**config.mk**
```make
export PLATFORM = sky130hd
export DESIGN_NAME = i3c_bus_watch
export DESIGN_NICKNAME = d
export VERILOG_FILES = /design/src/logic/i3c_pkg.sv /design/src/logic/line_filter.sv /design/src/logic/bus_monitor.sv /design/src/logic/event_fifo.sv /design/src/logic/bus_state_tracker.sv /design/src/logic/i3c_bus_watch.sv
export SDC_FILE = /design/constraint.sdc
export NUM_CORES = 1
export LEC_CHECK = 0
export ABC_AREA = 1
export BUFFER_PORTS_ARGS = -buffer_cell sky130_fd_sc_hd__buf_2
export CAP_MARGIN = 10
export CORE_MARGIN = 2
export CORE_UTILIZATION = 40
export DETAILED_ROUTE_END_ITERATION = 16
export PLACE_DENSITY = 0.67
export SETUP_SLACK_MARGIN = 0.5
export SLEW_MARGIN = 20
export SYNTH_ARGS = -nofsm -noshare
export SYNTH_HDL_FRONTEND = slang
export SYNTH_SLANG_ARGS = --single-unit
export TNS_END_PERCENT = 100
```
**constraint.sdc**
```tcl
create_clock -name clk_i -period 4.25 [get_ports clk_i]
set_input_delay 0.425 -clock clk_i [delete_from_list [all_inputs] [get_ports clk_i]]
set_output_delay 0.425 -clock clk_i [all_outputs]
set_load 0.01 [all_outputs]
```
**src/logic/i3c_pkg.sv**
```systemverilog
////////////////////////////////////////
// I3C bus watcher shared definitions
// Event kinds, widths and event word layout
////////////////////////////////////////

`default_nettype none

package i3c_pkg;

  localparam int unsigned TS_W   = 16;           // Wrapping cycle stamp
  localparam int unsigned TIME_W = 20;           // Timing inputs in clock cycles
  localparam int unsigned KIND_W = 2;
  localparam int unsigned EVT_W  = TS_W + KIND_W;

  // Monitor only produces START, STOP and HDR_EXIT
  typedef enum logic [KIND_W-1:0] {
    EVT_START    = 2'd0,
    EVT_RSTART   = 2'd1,  // Assigned by the tracker when the bus is busy
    EVT_STOP     = 2'd2,
    EVT_HDR_EXIT = 2'd3
  } evt_kind_e;

  // Kind in the top bits, timestamp below
  function automatic logic [EVT_W-1:0] evt_pack(evt_kind_e kind, logic [TS_W-1:0] ts);
    return {kind, ts};
  endfunction

  function automatic evt_kind_e evt_kind_of(logic [EVT_W-1:0] word);
    return evt_kind_e'(word[EVT_W-1 -: KIND_W]);
  endfunction

  function automatic logic [TS_W-1:0] evt_ts_of(logic [EVT_W-1:0] word);
    return word[TS_W-1:0];
  endfunction

endpackage

`default_nettype wire

```
**src/logic/line_filter.sv**
```systemverilog
////////////////////////////////////////
// Bus line filter
// Synchronizes one line and reports when its
// level has held for a programmed time
////////////////////////////////////////

`default_nettype none

module line_filter (
  input  logic                        clk_i,
  input  logic                        rst_ni,
  input  logic                        line_i,       // Asynchronous pin
  input  logic [i3c_pkg::TIME_W-1:0]  high_delay_i,
  input  logic [i3c_pkg::TIME_W-1:0]  low_delay_i,
  output logic                        level_o,
  output logic                        stable_high_o,
  output logic                        stable_low_o
);

  logic [1:0]                   sync_q;
  logic [i3c_pkg::TIME_W-1:0]   run_cnt_q;
  logic                         level_change;

  // Idle bus is pulled high
  always_ff @(posedge clk_i or negedge rst_ni) begin
    if (!rst_ni) begin
      sync_q <= 2'b11;
    end else begin
      sync_q <= {sync_q[0], line_i};
    end
  end

  assign level_o      = sync_q[1];
  assign level_change = sync_q[0] != sync_q[1];  // level_o flips next cycle

  // Cycles spent at the current level
  always_ff @(posedge clk_i or negedge rst_ni) begin
    if (!rst_ni) begin
      run_cnt_q <= '1;  // Treated as long settled out of reset
    end else if (level_change) begin
      run_cnt_q <= '0;
    end else if (run_cnt_q != '1) begin
      run_cnt_q <= run_cnt_q + 1'b1;
    end
  end

  assign stable_high_o = level_o && (run_cnt_q >= high_delay_i);
  assign stable_low_o  = !level_o && (run_cnt_q >= low_delay_i);

  // A fresh level only counts as stable with a zero delay
  a_stable_restart: assert property (
    @(posedge clk_i) disable iff (!rst_ni)
    level_o != $past(level_o) |->
      (!stable_high_o || high_delay_i == '0) && (!stable_low_o || low_delay_i == '0)
  );

endmodule

`default_nettype wire

```
**src/logic/bus_monitor.sv**
```systemverilog
////////////////////////////////////////
// Bus condition monitor
// Detects START, STOP and HDR exit and pushes
// timestamped events toward the FIFO
////////////////////////////////////////

`default_nettype none

module bus_monitor (
  input  logic                        clk_i,
  input  logic                        rst_ni,
  input  logic                        enable_i,
  input  logic                        scl_level_i,
  input  logic                        scl_stable_high_i,
  input  logic                        scl_stable_low_i,
  input  logic                        sda_level_i,
  input  logic                        sda_stable_high_i,
  input  logic [i3c_pkg::TIME_W-1:0]  t_hd_dat_i,
  input  logic                        hdr_mode_i,
  input  logic                        wr_ready_i,
  output logic                        wr_valid_o,
  output logic [i3c_pkg::EVT_W-1:0]   wr_data_o,
  output logic                        overflow_o
);

  logic                         scl_q;
  logic                         sda_q;
  logic                         scl_edge;
  logic                         sda_fall;
  logic                         sda_rise;

  logic                         start_trig;
  logic                         stop_trig;
  logic                         start_pend_q;
  logic                         stop_pend_q;
  logic                         start_conf;
  logic                         stop_conf;
  logic [i3c_pkg::TIME_W-1:0]   hold_cnt_q;

  logic                         hdr_trig;
  logic                         hdr_pend_q;
  logic [4:0]                   hdr_shift_q;
  logic                         hdr_exit;

  logic [i3c_pkg::TS_W-1:0]     ts_q;
  i3c_pkg::evt_kind_e           conf_kind;

  // Previous levels for edge finding
  always_ff @(posedge clk_i or negedge rst_ni) begin
    if (!rst_ni) begin
      scl_q <= 1'b1;
      sda_q <= 1'b1;
    end else begin
      scl_q <= scl_level_i;
      sda_q <= sda_level_i;
    end
  end

  assign scl_edge = scl_q != scl_level_i;
  assign sda_fall = sda_q && !sda_level_i;
  assign sda_rise = !sda_q && sda_level_i;

  // SDA edge under a settled SCL high and away from SCL edges
  assign start_trig = enable_i && scl_stable_high_i && sda_fall && !scl_edge;
  assign stop_trig  = enable_i && scl_stable_high_i && sda_rise && !scl_edge;

  assign start_conf = enable_i && scl_level_i && start_pend_q && (hold_cnt_q >= t_hd_dat_i);
  assign stop_conf  = enable_i && scl_level_i && stop_pend_q && (hold_cnt_q >= t_hd_dat_i);

  // One hold counter serves both conditions
  always_ff @(posedge clk_i or negedge rst_ni) begin
    if (!rst_ni) begin
      hold_cnt_q <= '0;
    end else if (start_trig || stop_trig) begin
      hold_cnt_q <= {{(i3c_pkg::TIME_W-1){1'b0}}, 1'b1};
    end else if ((start_pend_q || stop_pend_q) && hold_cnt_q != '1) begin
      hold_cnt_q <= hold_cnt_q + 1'b1;
    end
  end

  always_ff @(posedge clk_i or negedge rst_ni) begin
    if (!rst_ni) begin
      start_pend_q <= 1'b0;
      stop_pend_q  <= 1'b0;
    end else begin
      if (start_trig) begin
        start_pend_q <= 1'b1;
      end else if (!enable_i || !scl_level_i || start_conf || stop_trig) begin
        start_pend_q <= 1'b0;  // SCL dropped before the hold time
      end
      if (stop_trig) begin
        stop_pend_q <= 1'b1;
      end else if (!enable_i || !scl_level_i || stop_conf || start_trig) begin
        stop_pend_q <= 1'b0;
      end
    end
  end

  // HDR exit pattern is SCL low, four SDA falls, then a STOP
  assign hdr_trig = hdr_mode_i && scl_stable_low_i && sda_stable_high_i;
  assign hdr_exit = hdr_pend_q && hdr_shift_q[0];

  always_ff @(posedge clk_i or negedge rst_ni) begin
    if (!rst_ni) begin
      hdr_pend_q <= 1'b0;
    end else if (hdr_trig) begin
      hdr_pend_q <= 1'b1;
    end else if (!enable_i || stop_conf) begin
      hdr_pend_q <= 1'b0;
    end
  end

  always_ff @(posedge clk_i or negedge rst_ni) begin
    if (!rst_ni) begin
      hdr_shift_q <= 5'b10000;
    end else if (!enable_i || stop_conf) begin
      hdr_shift_q <= 5'b10000;
    end else if (hdr_pend_q && sda_fall) begin
      hdr_shift_q <= {1'b0, hdr_shift_q[4:1]};  // One step per SDA fall
    end
  end

  // Free-running stamp that wraps
  always_ff @(posedge clk_i or negedge rst_ni) begin
    if (!rst_ni) begin
      ts_q <= '0;
    end else begin
      ts_q <= ts_q + 1'b1;
    end
  end

  always_comb begin
    if (start_conf) begin
      conf_kind = i3c_pkg::EVT_START;
    end else if (hdr_exit) begin
      conf_kind = i3c_pkg::EVT_HDR_EXIT;
    end else begin
      conf_kind = i3c_pkg::EVT_STOP;
    end
  end

  // Push one cycle after confirmation
  always_ff @(posedge clk_i or negedge rst_ni) begin
    if (!rst_ni) begin
      wr_valid_o <= 1'b0;
    end else begin
      wr_valid_o <= start_conf || stop_conf;
    end
  end

  always_ff @(posedge clk_i) begin
    if (start_conf || stop_conf) begin
      wr_data_o <= i3c_pkg::evt_pack(conf_kind, ts_q);
    end
  end

  // Lost events latch the flag until reset
  always_ff @(posedge clk_i or negedge rst_ni) begin
    if (!rst_ni) begin
      overflow_o <= 1'b0;
    end else if (wr_valid_o && !wr_ready_i) begin
      overflow_o <= 1'b1;
    end
  end

  a_no_start_with_stop: assert property (
    @(posedge clk_i) disable iff (!rst_ni)
    !(start_conf && stop_conf)
  );

endmodule

`default_nettype wire

```
**src/logic/event_fifo.sv**
```systemverilog
////////////////////////////////////////
// Event FIFO
// Circular buffer of event words with
// valid/ready on both sides
////////////////////////////////////////

`default_nettype none

module event_fifo #(
  parameter int unsigned DEPTH = 4
) (
  input  logic                       clk_i,
  input  logic                       rst_ni,
  input  logic                       wr_valid_i,
  input  logic [i3c_pkg::EVT_W-1:0]  wr_data_i,
  output logic                       wr_ready_o,
  output logic                       rd_valid_o,
  output logic [i3c_pkg::EVT_W-1:0]  rd_data_o,
  input  logic                       rd_ready_i
);

  localparam int unsigned PTR_W = (DEPTH > 1) ? $clog2(DEPTH) : 1;
  localparam int unsigned CNT_W = $clog2(DEPTH + 1);

  logic [i3c_pkg::EVT_W-1:0]  mem_q [DEPTH];
  logic [PTR_W-1:0]           wr_ptr_q;
  logic [PTR_W-1:0]           rd_ptr_q;
  logic [CNT_W-1:0]           count_q;
  logic                       push;
  logic                       pop;

  assign wr_ready_o = count_q != CNT_W'(DEPTH);
  assign rd_valid_o = count_q != '0;
  assign rd_data_o  = mem_q[rd_ptr_q];

  assign push = wr_valid_i && wr_ready_o;
  assign pop  = rd_valid_o && rd_ready_i;

  always_ff @(posedge clk_i) begin
    if (push) begin
      mem_q[wr_ptr_q] <= wr_data_i;
    end
  end

  always_ff @(posedge clk_i or negedge rst_ni) begin
    if (!rst_ni) begin
      wr_ptr_q <= '0;
      rd_ptr_q <= '0;
      count_q  <= '0;
    end else begin
      if (push) begin
        wr_ptr_q <= (wr_ptr_q == PTR_W'(DEPTH - 1)) ? '0 : wr_ptr_q + 1'b1;
      end
      if (pop) begin
        rd_ptr_q <= (rd_ptr_q == PTR_W'(DEPTH - 1)) ? '0 : rd_ptr_q + 1'b1;
      end
      if (push && !pop) begin
        count_q <= count_q + 1'b1;
      end else if (pop && !push) begin
        count_q <= count_q - 1'b1;
      end
    end
  end

  a_count_bound: assert property (
    @(posedge clk_i) disable iff (!rst_ni)
    count_q <= CNT_W'(DEPTH)
  );

  // Head word must not move under a stalled reader
  a_rd_hold: assert property (
    @(posedge clk_i) disable iff (!rst_ni)
    rd_valid_o && !rd_ready_i |=> rd_valid_o && $stable(rd_data_o)
  );

endmodule

`default_nettype wire

```
**src/logic/bus_state_tracker.sv**
```systemverilog
////////////////////////////////////////
// Bus state tracker
// Tracks bus busy, marks repeated START and
// holds one event for the output port
////////////////////////////////////////

`default_nettype none

module bus_state_tracker (
  input  logic                       clk_i,
  input  logic                       rst_ni,
  input  logic                       rd_valid_i,
  input  logic [i3c_pkg::EVT_W-1:0]  rd_data_i,
  output logic                       rd_ready_o,
  output logic                       evt_valid_o,
  output i3c_pkg::evt_kind_e         evt_kind_o,
  output logic [i3c_pkg::TS_W-1:0]   evt_ts_o,
  input  logic                       evt_ready_i,
  output logic                       bus_busy_o
);

  logic                load;
  i3c_pkg::evt_kind_e  in_kind;

  assign in_kind    = i3c_pkg::evt_kind_of(rd_data_i);
  assign rd_ready_o = !evt_valid_o || evt_ready_i;  // Empty or draining now
  assign load       = rd_valid_i && rd_ready_o;

  always_ff @(posedge clk_i or negedge rst_ni) begin
    if (!rst_ni) begin
      evt_valid_o <= 1'b0;
    end else if (load) begin
      evt_valid_o <= 1'b1;
    end else if (evt_ready_i) begin
      evt_valid_o <= 1'b0;
    end
  end

  // Busy follows the output register
  always_ff @(posedge clk_i or negedge rst_ni) begin
    if (!rst_ni) begin
      bus_busy_o <= 1'b0;
    end else if (load) begin
      case (in_kind)
        i3c_pkg::EVT_START:    bus_busy_o <= 1'b1;
        i3c_pkg::EVT_STOP:     bus_busy_o <= 1'b0;
        i3c_pkg::EVT_HDR_EXIT: bus_busy_o <= 1'b0;
        default:               bus_busy_o <= bus_busy_o;
      endcase
    end
  end

  always_ff @(posedge clk_i) begin
    if (load) begin
      if (in_kind == i3c_pkg::EVT_START && bus_busy_o) begin
        evt_kind_o <= i3c_pkg::EVT_RSTART;  // START inside a transfer
      end else begin
        evt_kind_o <= in_kind;
      end
      evt_ts_o <= i3c_pkg::evt_ts_of(rd_data_i);
    end
  end

  // A stalled event keeps its valid and its contents
  a_out_hold: assert property (
    @(posedge clk_i) disable iff (!rst_ni)
    evt_valid_o && !evt_ready_i |=>
      evt_valid_o && $stable(evt_kind_o) && $stable(evt_ts_o)
  );

endmodule

`default_nettype wire

```
**src/logic/i3c_bus_watch.sv**
```systemverilog
////////////////////////////////////////
// I3C receive bus watcher top level
// Filters SCL/SDA, detects bus conditions and
// queues them for a valid/ready consumer
////////////////////////////////////////

`default_nettype none

module i3c_bus_watch #(
  parameter int unsigned FIFO_DEPTH = 4
) (
  input  logic                        clk_i,
  input  logic                        rst_ni,
  input  logic                        enable_i,
  input  logic                        scl_i,
  input  logic                        sda_i,
  input  logic [i3c_pkg::TIME_W-1:0]  t_hd_dat_i,
  input  logic [i3c_pkg::TIME_W-1:0]  t_r_i,
  input  logic [i3c_pkg::TIME_W-1:0]  t_f_i,
  input  logic                        hdr_mode_i,
  output logic                        evt_valid_o,
  output i3c_pkg::evt_kind_e          evt_kind_o,
  output logic [i3c_pkg::TS_W-1:0]    evt_ts_o,
  input  logic                        evt_ready_i,
  output logic                        bus_busy_o,
  output logic                        overflow_o
);

  logic                       scl_level;
  logic                       scl_stable_high;
  logic                       scl_stable_low;
  logic                       sda_level;
  logic                       sda_stable_high;

  logic                       wr_valid;
  logic                       wr_ready;
  logic [i3c_pkg::EVT_W-1:0]  wr_data;
  logic                       rd_valid;
  logic                       rd_ready;
  logic [i3c_pkg::EVT_W-1:0]  rd_data;

  line_filter i_scl_filter (
    .clk_i         (clk_i),
    .rst_ni        (rst_ni),
    .line_i        (scl_i),
    .high_delay_i  (t_r_i),
    .low_delay_i   (t_f_i),
    .level_o       (scl_level),
    .stable_high_o (scl_stable_high),
    .stable_low_o  (scl_stable_low)
  );

  // SDA low stability is not used by the monitor
  line_filter i_sda_filter (
    .clk_i         (clk_i),
    .rst_ni        (rst_ni),
    .line_i        (sda_i),
    .high_delay_i  (t_r_i),
    .low_delay_i   (t_f_i),
    .level_o       (sda_level),
    .stable_high_o (sda_stable_high),
    .stable_low_o  ()
  );

  bus_monitor i_bus_monitor (
    .clk_i             (clk_i),
    .rst_ni            (rst_ni),
    .enable_i          (enable_i),
    .scl_level_i       (scl_level),
    .scl_stable_high_i (scl_stable_high),
    .scl_stable_low_i  (scl_stable_low),
    .sda_level_i       (sda_level),
    .sda_stable_high_i (sda_stable_high),
    .t_hd_dat_i        (t_hd_dat_i),
    .hdr_mode_i        (hdr_mode_i),
    .wr_ready_i        (wr_ready),
    .wr_valid_o        (wr_valid),
    .wr_data_o         (wr_data),
    .overflow_o        (overflow_o)
  );

  event_fifo #(
    .DEPTH (FIFO_DEPTH)
  ) i_event_fifo (
    .clk_i      (clk_i),
    .rst_ni     (rst_ni),
    .wr_valid_i (wr_valid),
    .wr_data_i  (wr_data),
    .wr_ready_o (wr_ready),
    .rd_valid_o (rd_valid),
    .rd_data_o  (rd_data),
    .rd_ready_i (rd_ready)
  );

  bus_state_tracker i_bus_state_tracker (
    .clk_i       (clk_i),
    .rst_ni      (rst_ni),
    .rd_valid_i  (rd_valid),
    .rd_data_i   (rd_data),
    .rd_ready_o  (rd_ready),
    .evt_valid_o (evt_valid_o),
    .evt_kind_o  (evt_kind_o),
    .evt_ts_o    (evt_ts_o),
    .evt_ready_i (evt_ready_i),
    .bus_busy_o  (bus_busy_o)
  );

endmodule

`default_nettype wire

```
==> flow_summary_export.csv, run 1 <==
group,metric,value,unit
run_status,status,"complete, no violations",
critical_path,worstRegToRegCells,9,
cts,root_buffer,"clkbuf_16",
pwr,ir_worst_vdd,0.2529,mV
detailed_routing,via_per_inst,4.968,
flow_run,max_cap_violations,0,
sta,skew,0.008813,ns
critical_path,setup.worst_path.start,"i_bus_monitor.hold_cnt_q[17]$_DFFE_PN0P_",
final_layout,fin_area,12740,sq um
detailed_routing,drtPass1Iterations,6,
synthesis,syn_nets,1342,
pwr,p_leak,5.873,nW
sta,finalMaxSlewViolations,0,
final_layout,multi_input_area,4592,sq um
floorplan,ios,88,
critical_path,start_kind,"flop",
detailed_routing,ant_nets,0,
sta,setup_viol,0,
final_layout,areaGrowthSynthToFinish,14.46,%
sta,min_period_over_period,0.6130,
sta,relSlewSlack,0.3745,
hold_path,holdCritPathClass,"in2reg",
place,placed_cell_area,12040,sq um
final_layout,n_antenna_cell,0,
place,io_buffers,87,
synthesis,ys_seq_elements,209,
synthesis,synth_fa_ha_area_frac,0.1030,
hold_path,holdPathStages,1,
synthesis,ys_seq_area_frac,0.5239,
final_layout,fin_nets,1449,
global_routing,grt_first_pass_wirelength,40430,um
floorplan,start_util,0.4038,
critical_path,r2r_start,"i_bus_monitor.hold_cnt_q[17]$_DFFE_PN0P_",
place,routabilityCongestion,0.8686,
critical_path,cp_data_required_time,4.39,ns
floorplan,die_y,170.8,um
global_routing,grt_max_degree,68,
cts,tritoncts,"built",
final_layout,seq_area,5829,sq um
synthesis,async_reset_ff_frac,0.4833,
sta,hold_viol,0,
critical_path,endpoint_kind,"flop",
synthesis,synth_top_family_by_area,"simple AND/OR/NAND/NOR gates",
floorplan,rows,61,
detailed_routing,first_iter_violations,571,
synthesis,yosys-top-cells-count,"nand2_1 (199), inv_1 (168), nor2_1 (131)",
synthesis,synth_area_per_cell,9.398,sq um
synthesis,synth_cells,1184,
global_routing,grt-ovfl-total,0,
final_layout,drive_gt1_frac,0.1599,
synthesis,yosys_warnings,0,
sta,worstMarginPinSlew,0.9316,ns
detailed_routing,drc_errors,0,
hold_path,hp-start,"sda_i",
synthesis,synth.distinct_cells,49,
synthesis,synth-main-ff-cell,"edfxtp_1",
final_layout,utilization,0.4622,
detailed_routing,via_count,8371,
sta,period_minus_slack,2.605,ns
synthesis,synth_xor_area_frac,0.02901,
sta,tns,0,ns
cts,htreeDepth,1,
cts,post_cts_buffers,0,
detailed_routing,wl_per_cell,14.25,um
global_routing,grt_usage,0.1704,
critical_path,worstSetupPathType,"reg2reg",
synthesis,netlist_area,11130,sq um
synthesis,synth_edf_count,108,
critical_path,path_max_fanout,19,
cts,cts_buffer_depth,3,
synthesis,yosys-mux-area-fraction,0.001012,
synthesis,synthSimpleGateAreaFrac,0.1969,
synthesis,yosysMostFrequentCell,"nand2_1",
floorplan,dieArea,29170,sq um
cts,cts.sinks,209,
floorplan,die_width,170.8,um
detailed_routing,drt-total-wl,24020,um
cts,cts.clk_slew.worst_paths,0.06,ns
cts,numCtsBuffers,23,
sta,fmax,383.8,MHz
floorplan,core,27550,sq um
synthesis,synth_area_leaders,"edfxtp_1 (29%), dfrtp_1 (12%), dfstp_2 (11%)",
synthesis,synth_top_area_frac,0.2915,
global_routing,grt_pass1_vias,8222,
cts,cts_resized,0,
pwr,power.density,397.6,nW/um^2
critical_path,arrival,2.75,ns
place,dp_hpwl,17540,um
sta,grt_setup_unrepaired,"no",
final_layout,nFillCells,2619,
synthesis,synth_top_area_cell,"edfxtp_1",
cts,clk_latency,0.51,ns
global_routing,grt_antenna_before_repair,1,
synthesis,synth_compound_area_frac,0.08242,
## through the flow
stage / worst slack, ns / power, W / instances / hold WS, ns
2_1_floorplan: 1.371 / 0.002982 / 1184 / 0.1294
3_3_place_gp: 1.587 / 0.003270 / 1643 / 0.3641
3_5_place_dp: 1.542 / 0.003298 / 1643 / 0.3655
4_1_cts: 1.604 / 0.005143 / 1684 / 0.001487
5_1_grt: 1.338 / 0.005344 / 1685 / 0.007229
6_report: 1.645 / 0.005063 / 1685 / 0.02101
## path summary, 6_finish.rpt
path / to / slack (ns)
min in group asynchronous: i_bus_monitor.hdr_shift_q[3]$_DFFE_PN0P_ / 0.06
max in group asynchronous: i_scl_filter.sync_q[1]$_DFF_PN1_ / 3.22
hold / removal: i_sda_filter.sync_q[0]$_DFF_PN1_ / 0.02
setup reg to reg: i_bus_monitor.wr_data_o[0]$_DFFE_PP_ / 1.64
setup / recovery: i_bus_monitor.wr_data_o[0]$_DFFE_PP_ / 1.64
hold reg to reg: i_sda_filter.sync_q[1]$_DFF_PN1_ / 0.37
## sequential cells by signal, indices dropped and copies added, names as in the netlist, 2 cells and up
signal,count
i_event_fifo.rd_ptr_q,2
i_sda_filter.run_cnt_q,20
i_event_fifo.count_q,3
i_bus_monitor.ts_q,16
i_scl_filter.run_cnt_q,20
i_bus_monitor.wr_data_o,18
i_bus_monitor.hdr_shift_q,5
i_event_fifo.wr_ptr_q,2
i_event_fifo.mem_q,72
i_bus_state_tracker.evt_kind_o,2
i_sda_filter.sync_q,2
i_scl_filter.sync_q,2
i_bus_state_tracker.evt_ts_o,16
i_bus_monitor.hold_cnt_q,20
## worst max-delay path, stage by stage (launching register included)
cell and delay, ns:
dfrtp_1 0.44, ha_1 0.32, nand2_1 0.06, nor2_1 0.24, nand2_1 0.12, nor2_1 0.11, nand2_1 0.06, nand4_1 0.16
nand3_1 0.14, nand2_1 0.59
## power breakdown
part,total [W],switching [W],internal (W),leakage [nW]
clock,0.00182,0.000783,0.00104,0.337
combinational,0.000859,0.000545,0.000314,3.31
sequential,0.00238,0.0000760,0.00231,2.22
## layer usage
metal | vias to the layer above | share of wire | track usage
li1 | 4207 | - | -
met1 | 3941 | 0.47 | 0.2341
met2 | 180 | 0.46 | 0.2822
met3 | 41 | 0.045 | 0.02545
met4 | 2 | 0.025 | 0.04496
met5 | - | 0.00050 | 0
## cell usage in the layout, fill, tap and decap left out, types with 4 or more instances in the layout
| cell type | count |
|---|---|
| dfrtp_1 | 54 |
| inv_2 | 4 |
| nor3_1 | 32 |
| edfxtp_1 | 108 |
| buf_2 | 86 |
| o21ai_1 | 5 |
| nor2_2 | 6 |
| xor2_1 | 21 |
| dfstp_2 | 47 |
| o21ai_0 | 75 |
| nand2_1 | 199 |
| nor4_1 | 8 |
| xnor2_1 | 14 |
| clkbuf_1 | 8 |
| clkinv_2 | 4 |
| nand3_1 | 57 |
| inv_1 | 168 |
| clkbuf_16 | 23 |
| clkinv_1 | 4 |
| nand2_2 | 7 |
| o22ai_1 | 17 |
| ha_1 | 90 |
| a31oi_1 | 6 |
| nor2_1 | 131 |
| or2_2 | 5 |
| a21oi_1 | 53 |
| nand4_1 | 29 |
| buf_4 | 9 |
## what timing repair did
item / in CTS / in global routing
hold endpoints to repair: 0 / 1
hold buffers: 0 / 1
setup endpoints to repair: 0 / 0
## kinds of logic after synthesis
family / Yosys count
and+or+nand+nor: 491
DFF: 209
buffers and inverters: 187
AOI/OAI and AO/OA: 169
adders and majority gates: 91
xor gates and xnor gates: 36
muxes: 1
## area by class of cell
class / count / area share
Inverter: 173 / 0.05099
Sequential cell: 209 / 0.4577
Timing Repair Buffer: 96 / 0.03989
Clock inverter: 8 / 0.004028
Clock buffer: 33 / 0.04971
Tap cell: 378 / 0.03714
Multi-Input combinational cell: 788 / 0.3605
No activity file was read; power rests on OpenSTA's default activity.
==> run 2: changes to the inputs <==
- clock period: 4.25 -> 2.4 ns (I/O delays scaled with it)
==> run 2 against run 1 <==
Sequential power up 76%. Sequential share of layout area down 4.7 points. Critical path type unchanged. Register-to-register slack worse by 1.3 ns. Setup slack worse by 1.3 ns. Final cell count up 4.9%. Largest power group unchanged. Count of clock-buffer cells in the layout unchanged.
==> flow_summary_export.csv, run 2 (same netlist as run 1, synthesis figures left out) <==
group,metric,value,unit
global_routing,grt_pass1_vias,8516,
sta,skew,0.01230,ns
cts,numCtsBuffers,24,
place,dp_slack,0.1893,ns
detailed_routing,via_per_inst,4.995,
hold_path,holdPathStages,4,
global_routing,grt_max_degree,40,
critical_path,slowest_stage,"dfrtp_1",
sta,setup_ws,0.3150,ns
critical_path,endpoint_kind,"flop",
detailed_routing,wl_per_cell,14.84,um
detailed_routing,drc_errors,0,
final_layout,final_common_cell,"nand2_1",
final_layout,drive_gt1_frac,0.2799,
sta,setup_viol,0,
final_layout,fin_cells,1768,
hold_path,holdCritPathClass,"in2reg",
floorplan,start_util,0.4038,
detailed_routing,drtPass1Iterations,5,
final_layout,fin_nets,1530,
cts,cts.clk_slew.worst_paths,0.06,ns
pwr,p_leak,6.457,nW
critical_path,start_kind,"flop",
cts,cts.sinks,209,
floorplan,rows,61,
global_routing,grt_antenna_before_repair,0,
detailed_routing,ant_nets,0,
floorplan,die_y,170.8,um
global_routing,grt_usage,0.1810,
cts,htreeDepth,1,
detailed_routing,first_iter_violations,576,
run_status,status,"complete, no violations",
sta,period_minus_slack,2.085,ns
critical_path,critical_path.max_stage_delay,0.41,ns
sta,hold_viol,0,
sta,finalMaxSlewViolations,0,
floorplan,core,27550,sq um
floorplan,dieArea,29170,sq um
sta,min_period_over_period,0.8687,
sta,relSlewSlack,0.6300,
final_layout,n_antenna_cell,0,
critical_path,worstRegToRegCells,10,
sta,worstMarginPinSlew,0.5550,ns
place,placed_cells,1662,
place,routabilityCongestion,0.8988,
critical_path,arrival,2.31,ns
cts,cts_buffer_depth,3,
final_layout,areaGrowthSynthToFinish,27.53,%
detailed_routing,drt-total-wl,26240,um
cts,root_buffer,"clkbuf_16",
sta,tns,0,ns
place,io_buffers,87,
final_layout,nFillCells,2437,
critical_path,r2r_setup_slack,0.32,ns
place,dp_hpwl,18080,um
floorplan,die_width,170.8,um
cts,clk_latency,0.52,ns
final_layout,final_cell_mix,"nand2_1 (186), inv_1 (161), nor2_1 (116)",
floorplan,ios,88,
critical_path,worstSetupPathType,"reg2reg",
hold_path,hp-start,"hdr_mode_i",
critical_path,path_max_fanout,6,
final_layout,top_register,"i_event_fifo.mem_q",
cts,tritoncts,"built",
global_routing,grt-ovfl-total,0,
critical_path,cp_data_required_time,2.62,ns
critical_path,crit_chain,"ha_4 > nand2_4 > o21ai_1 > nand2_1 > nand2_1 > nand2_1 > nand4_1 > buf_6 > nand3_4 > nand2_8",
pwr,ir_worst_vdd,0.4675,mV
critical_path,setup.worst_path.start,"i_bus_monitor.hold_cnt_q[6]$_DFFE_PN0P_",
sta,fmax,479.6,MHz
final_layout,multi_input_area,5306,sq um
flow_run,max_cap_violations,0,
final_layout,seq_area,5834,sq um
final_layout,largest_register_ff_count,72,
sta,grt_setup_unrepaired,"yes",
critical_path,critPathMostFrequentCell,"nand2_1",
global_routing,grt_first_pass_wirelength,42290,um
critical_path,r2r_start,"i_bus_monitor.hold_cnt_q[6]$_DFFE_PN0P_",
detailed_routing,via_count,8831,
pwr,power.density,674.3,nW/um^2
-- run 2: cell count changes in the layout (fill, tap and decap cells not counted), sizes merged --
cell	previous run	this run
buf	95	167
bufinv	0	1
clkinvlp	0	3
dlygate4sd3	1	5
inv	173	172
nand2	206	210
-- run 2: power by group --
| part | switching (W) | internal, W | leakage, nW |
|---|---|---|---|
| logic | 0.00110 | 0.000733 | 3.86 |
| registers | 0.000110 | 0.00409 | 2.22 |
| clock network | 0.00145 | 0.00209 | 0.376 |
| total | 0.00266 | 0.00691 | 6.46 |
-- run 2: through the flow --
step	power (W)	utilization	hold slack [ns]	area [sq um]
3_3_place_gp	0.005881	0.4441	0.2778	12240
3_5_place_dp	0.005924	0.4441	0.2792	12240
5_1_grt	0.01009	0.5150	0.1586	14190
6_report	0.009569	0.5150	0.1413	14190
4_1_cts	0.009602	0.4943	0.1284	13620
2_1_floorplan	0.005303	-	-0.05559	11160
-- run 2: what timing repair did --
| action | in CTS | in global routing |
|---|---|---|
| hold buffers | 5 | 0 |
| cloned | 4 | 0 |
| gates resized for setup | 50 | 86 |
| hold endpoints to repair | 33 | 0 |
| pin swaps | 21 | 38 |
| buffers inserted | 34 | 19 |
| setup endpoints to repair | 68 | 89 |
-- run 2: area by class of cell --
type	count	share of cell area
inverters	173	0.04594
clock inverters	11	0.007495
well taps	378	0.03333
repair buffers	172	0.08059
flip-flops and latches	209	0.4112
multi-input cells	792	0.3740
clock buffers	33	0.04753
-- run 2: worst paths after layout --
check,end
max reg2reg,i_bus_monitor.wr_data_o[17]$_SDFFCE_PP0P_
min reg2reg,i_sda_filter.sync_q[1]$_DFF_PN1_
min in group asynchronous,i_bus_monitor.hold_cnt_q[12]$_DFFE_PN0P_
max in group asynchronous,i_scl_filter.run_cnt_q[15]$_DFFE_PN1P_
max,i_bus_monitor.wr_data_o[17]$_SDFFCE_PP0P_
min,i_bus_monitor.hdr_pend_q$_DFFE_PN0P_
-- run 2: worst max-delay path: cells and delay by family (launching register included) --
family                   cells  cell delay (ns)
AO/OA/AOI/OAI                1             0.19
AND/OR/NAND/NOR              7             0.76
adder cells (fa/ha/maj)      1             0.29
buffers and inverters        1             0.13
flip-flops                   1             0.41
-- run 2: routing by layer --
layer / routed length, um / track usage
met5: 0 / 0
met4: 645 / 0.04571
met3: 1079 / 0.02683
met2: 12890 / 0.3174
met1: 11620 / 0.2348
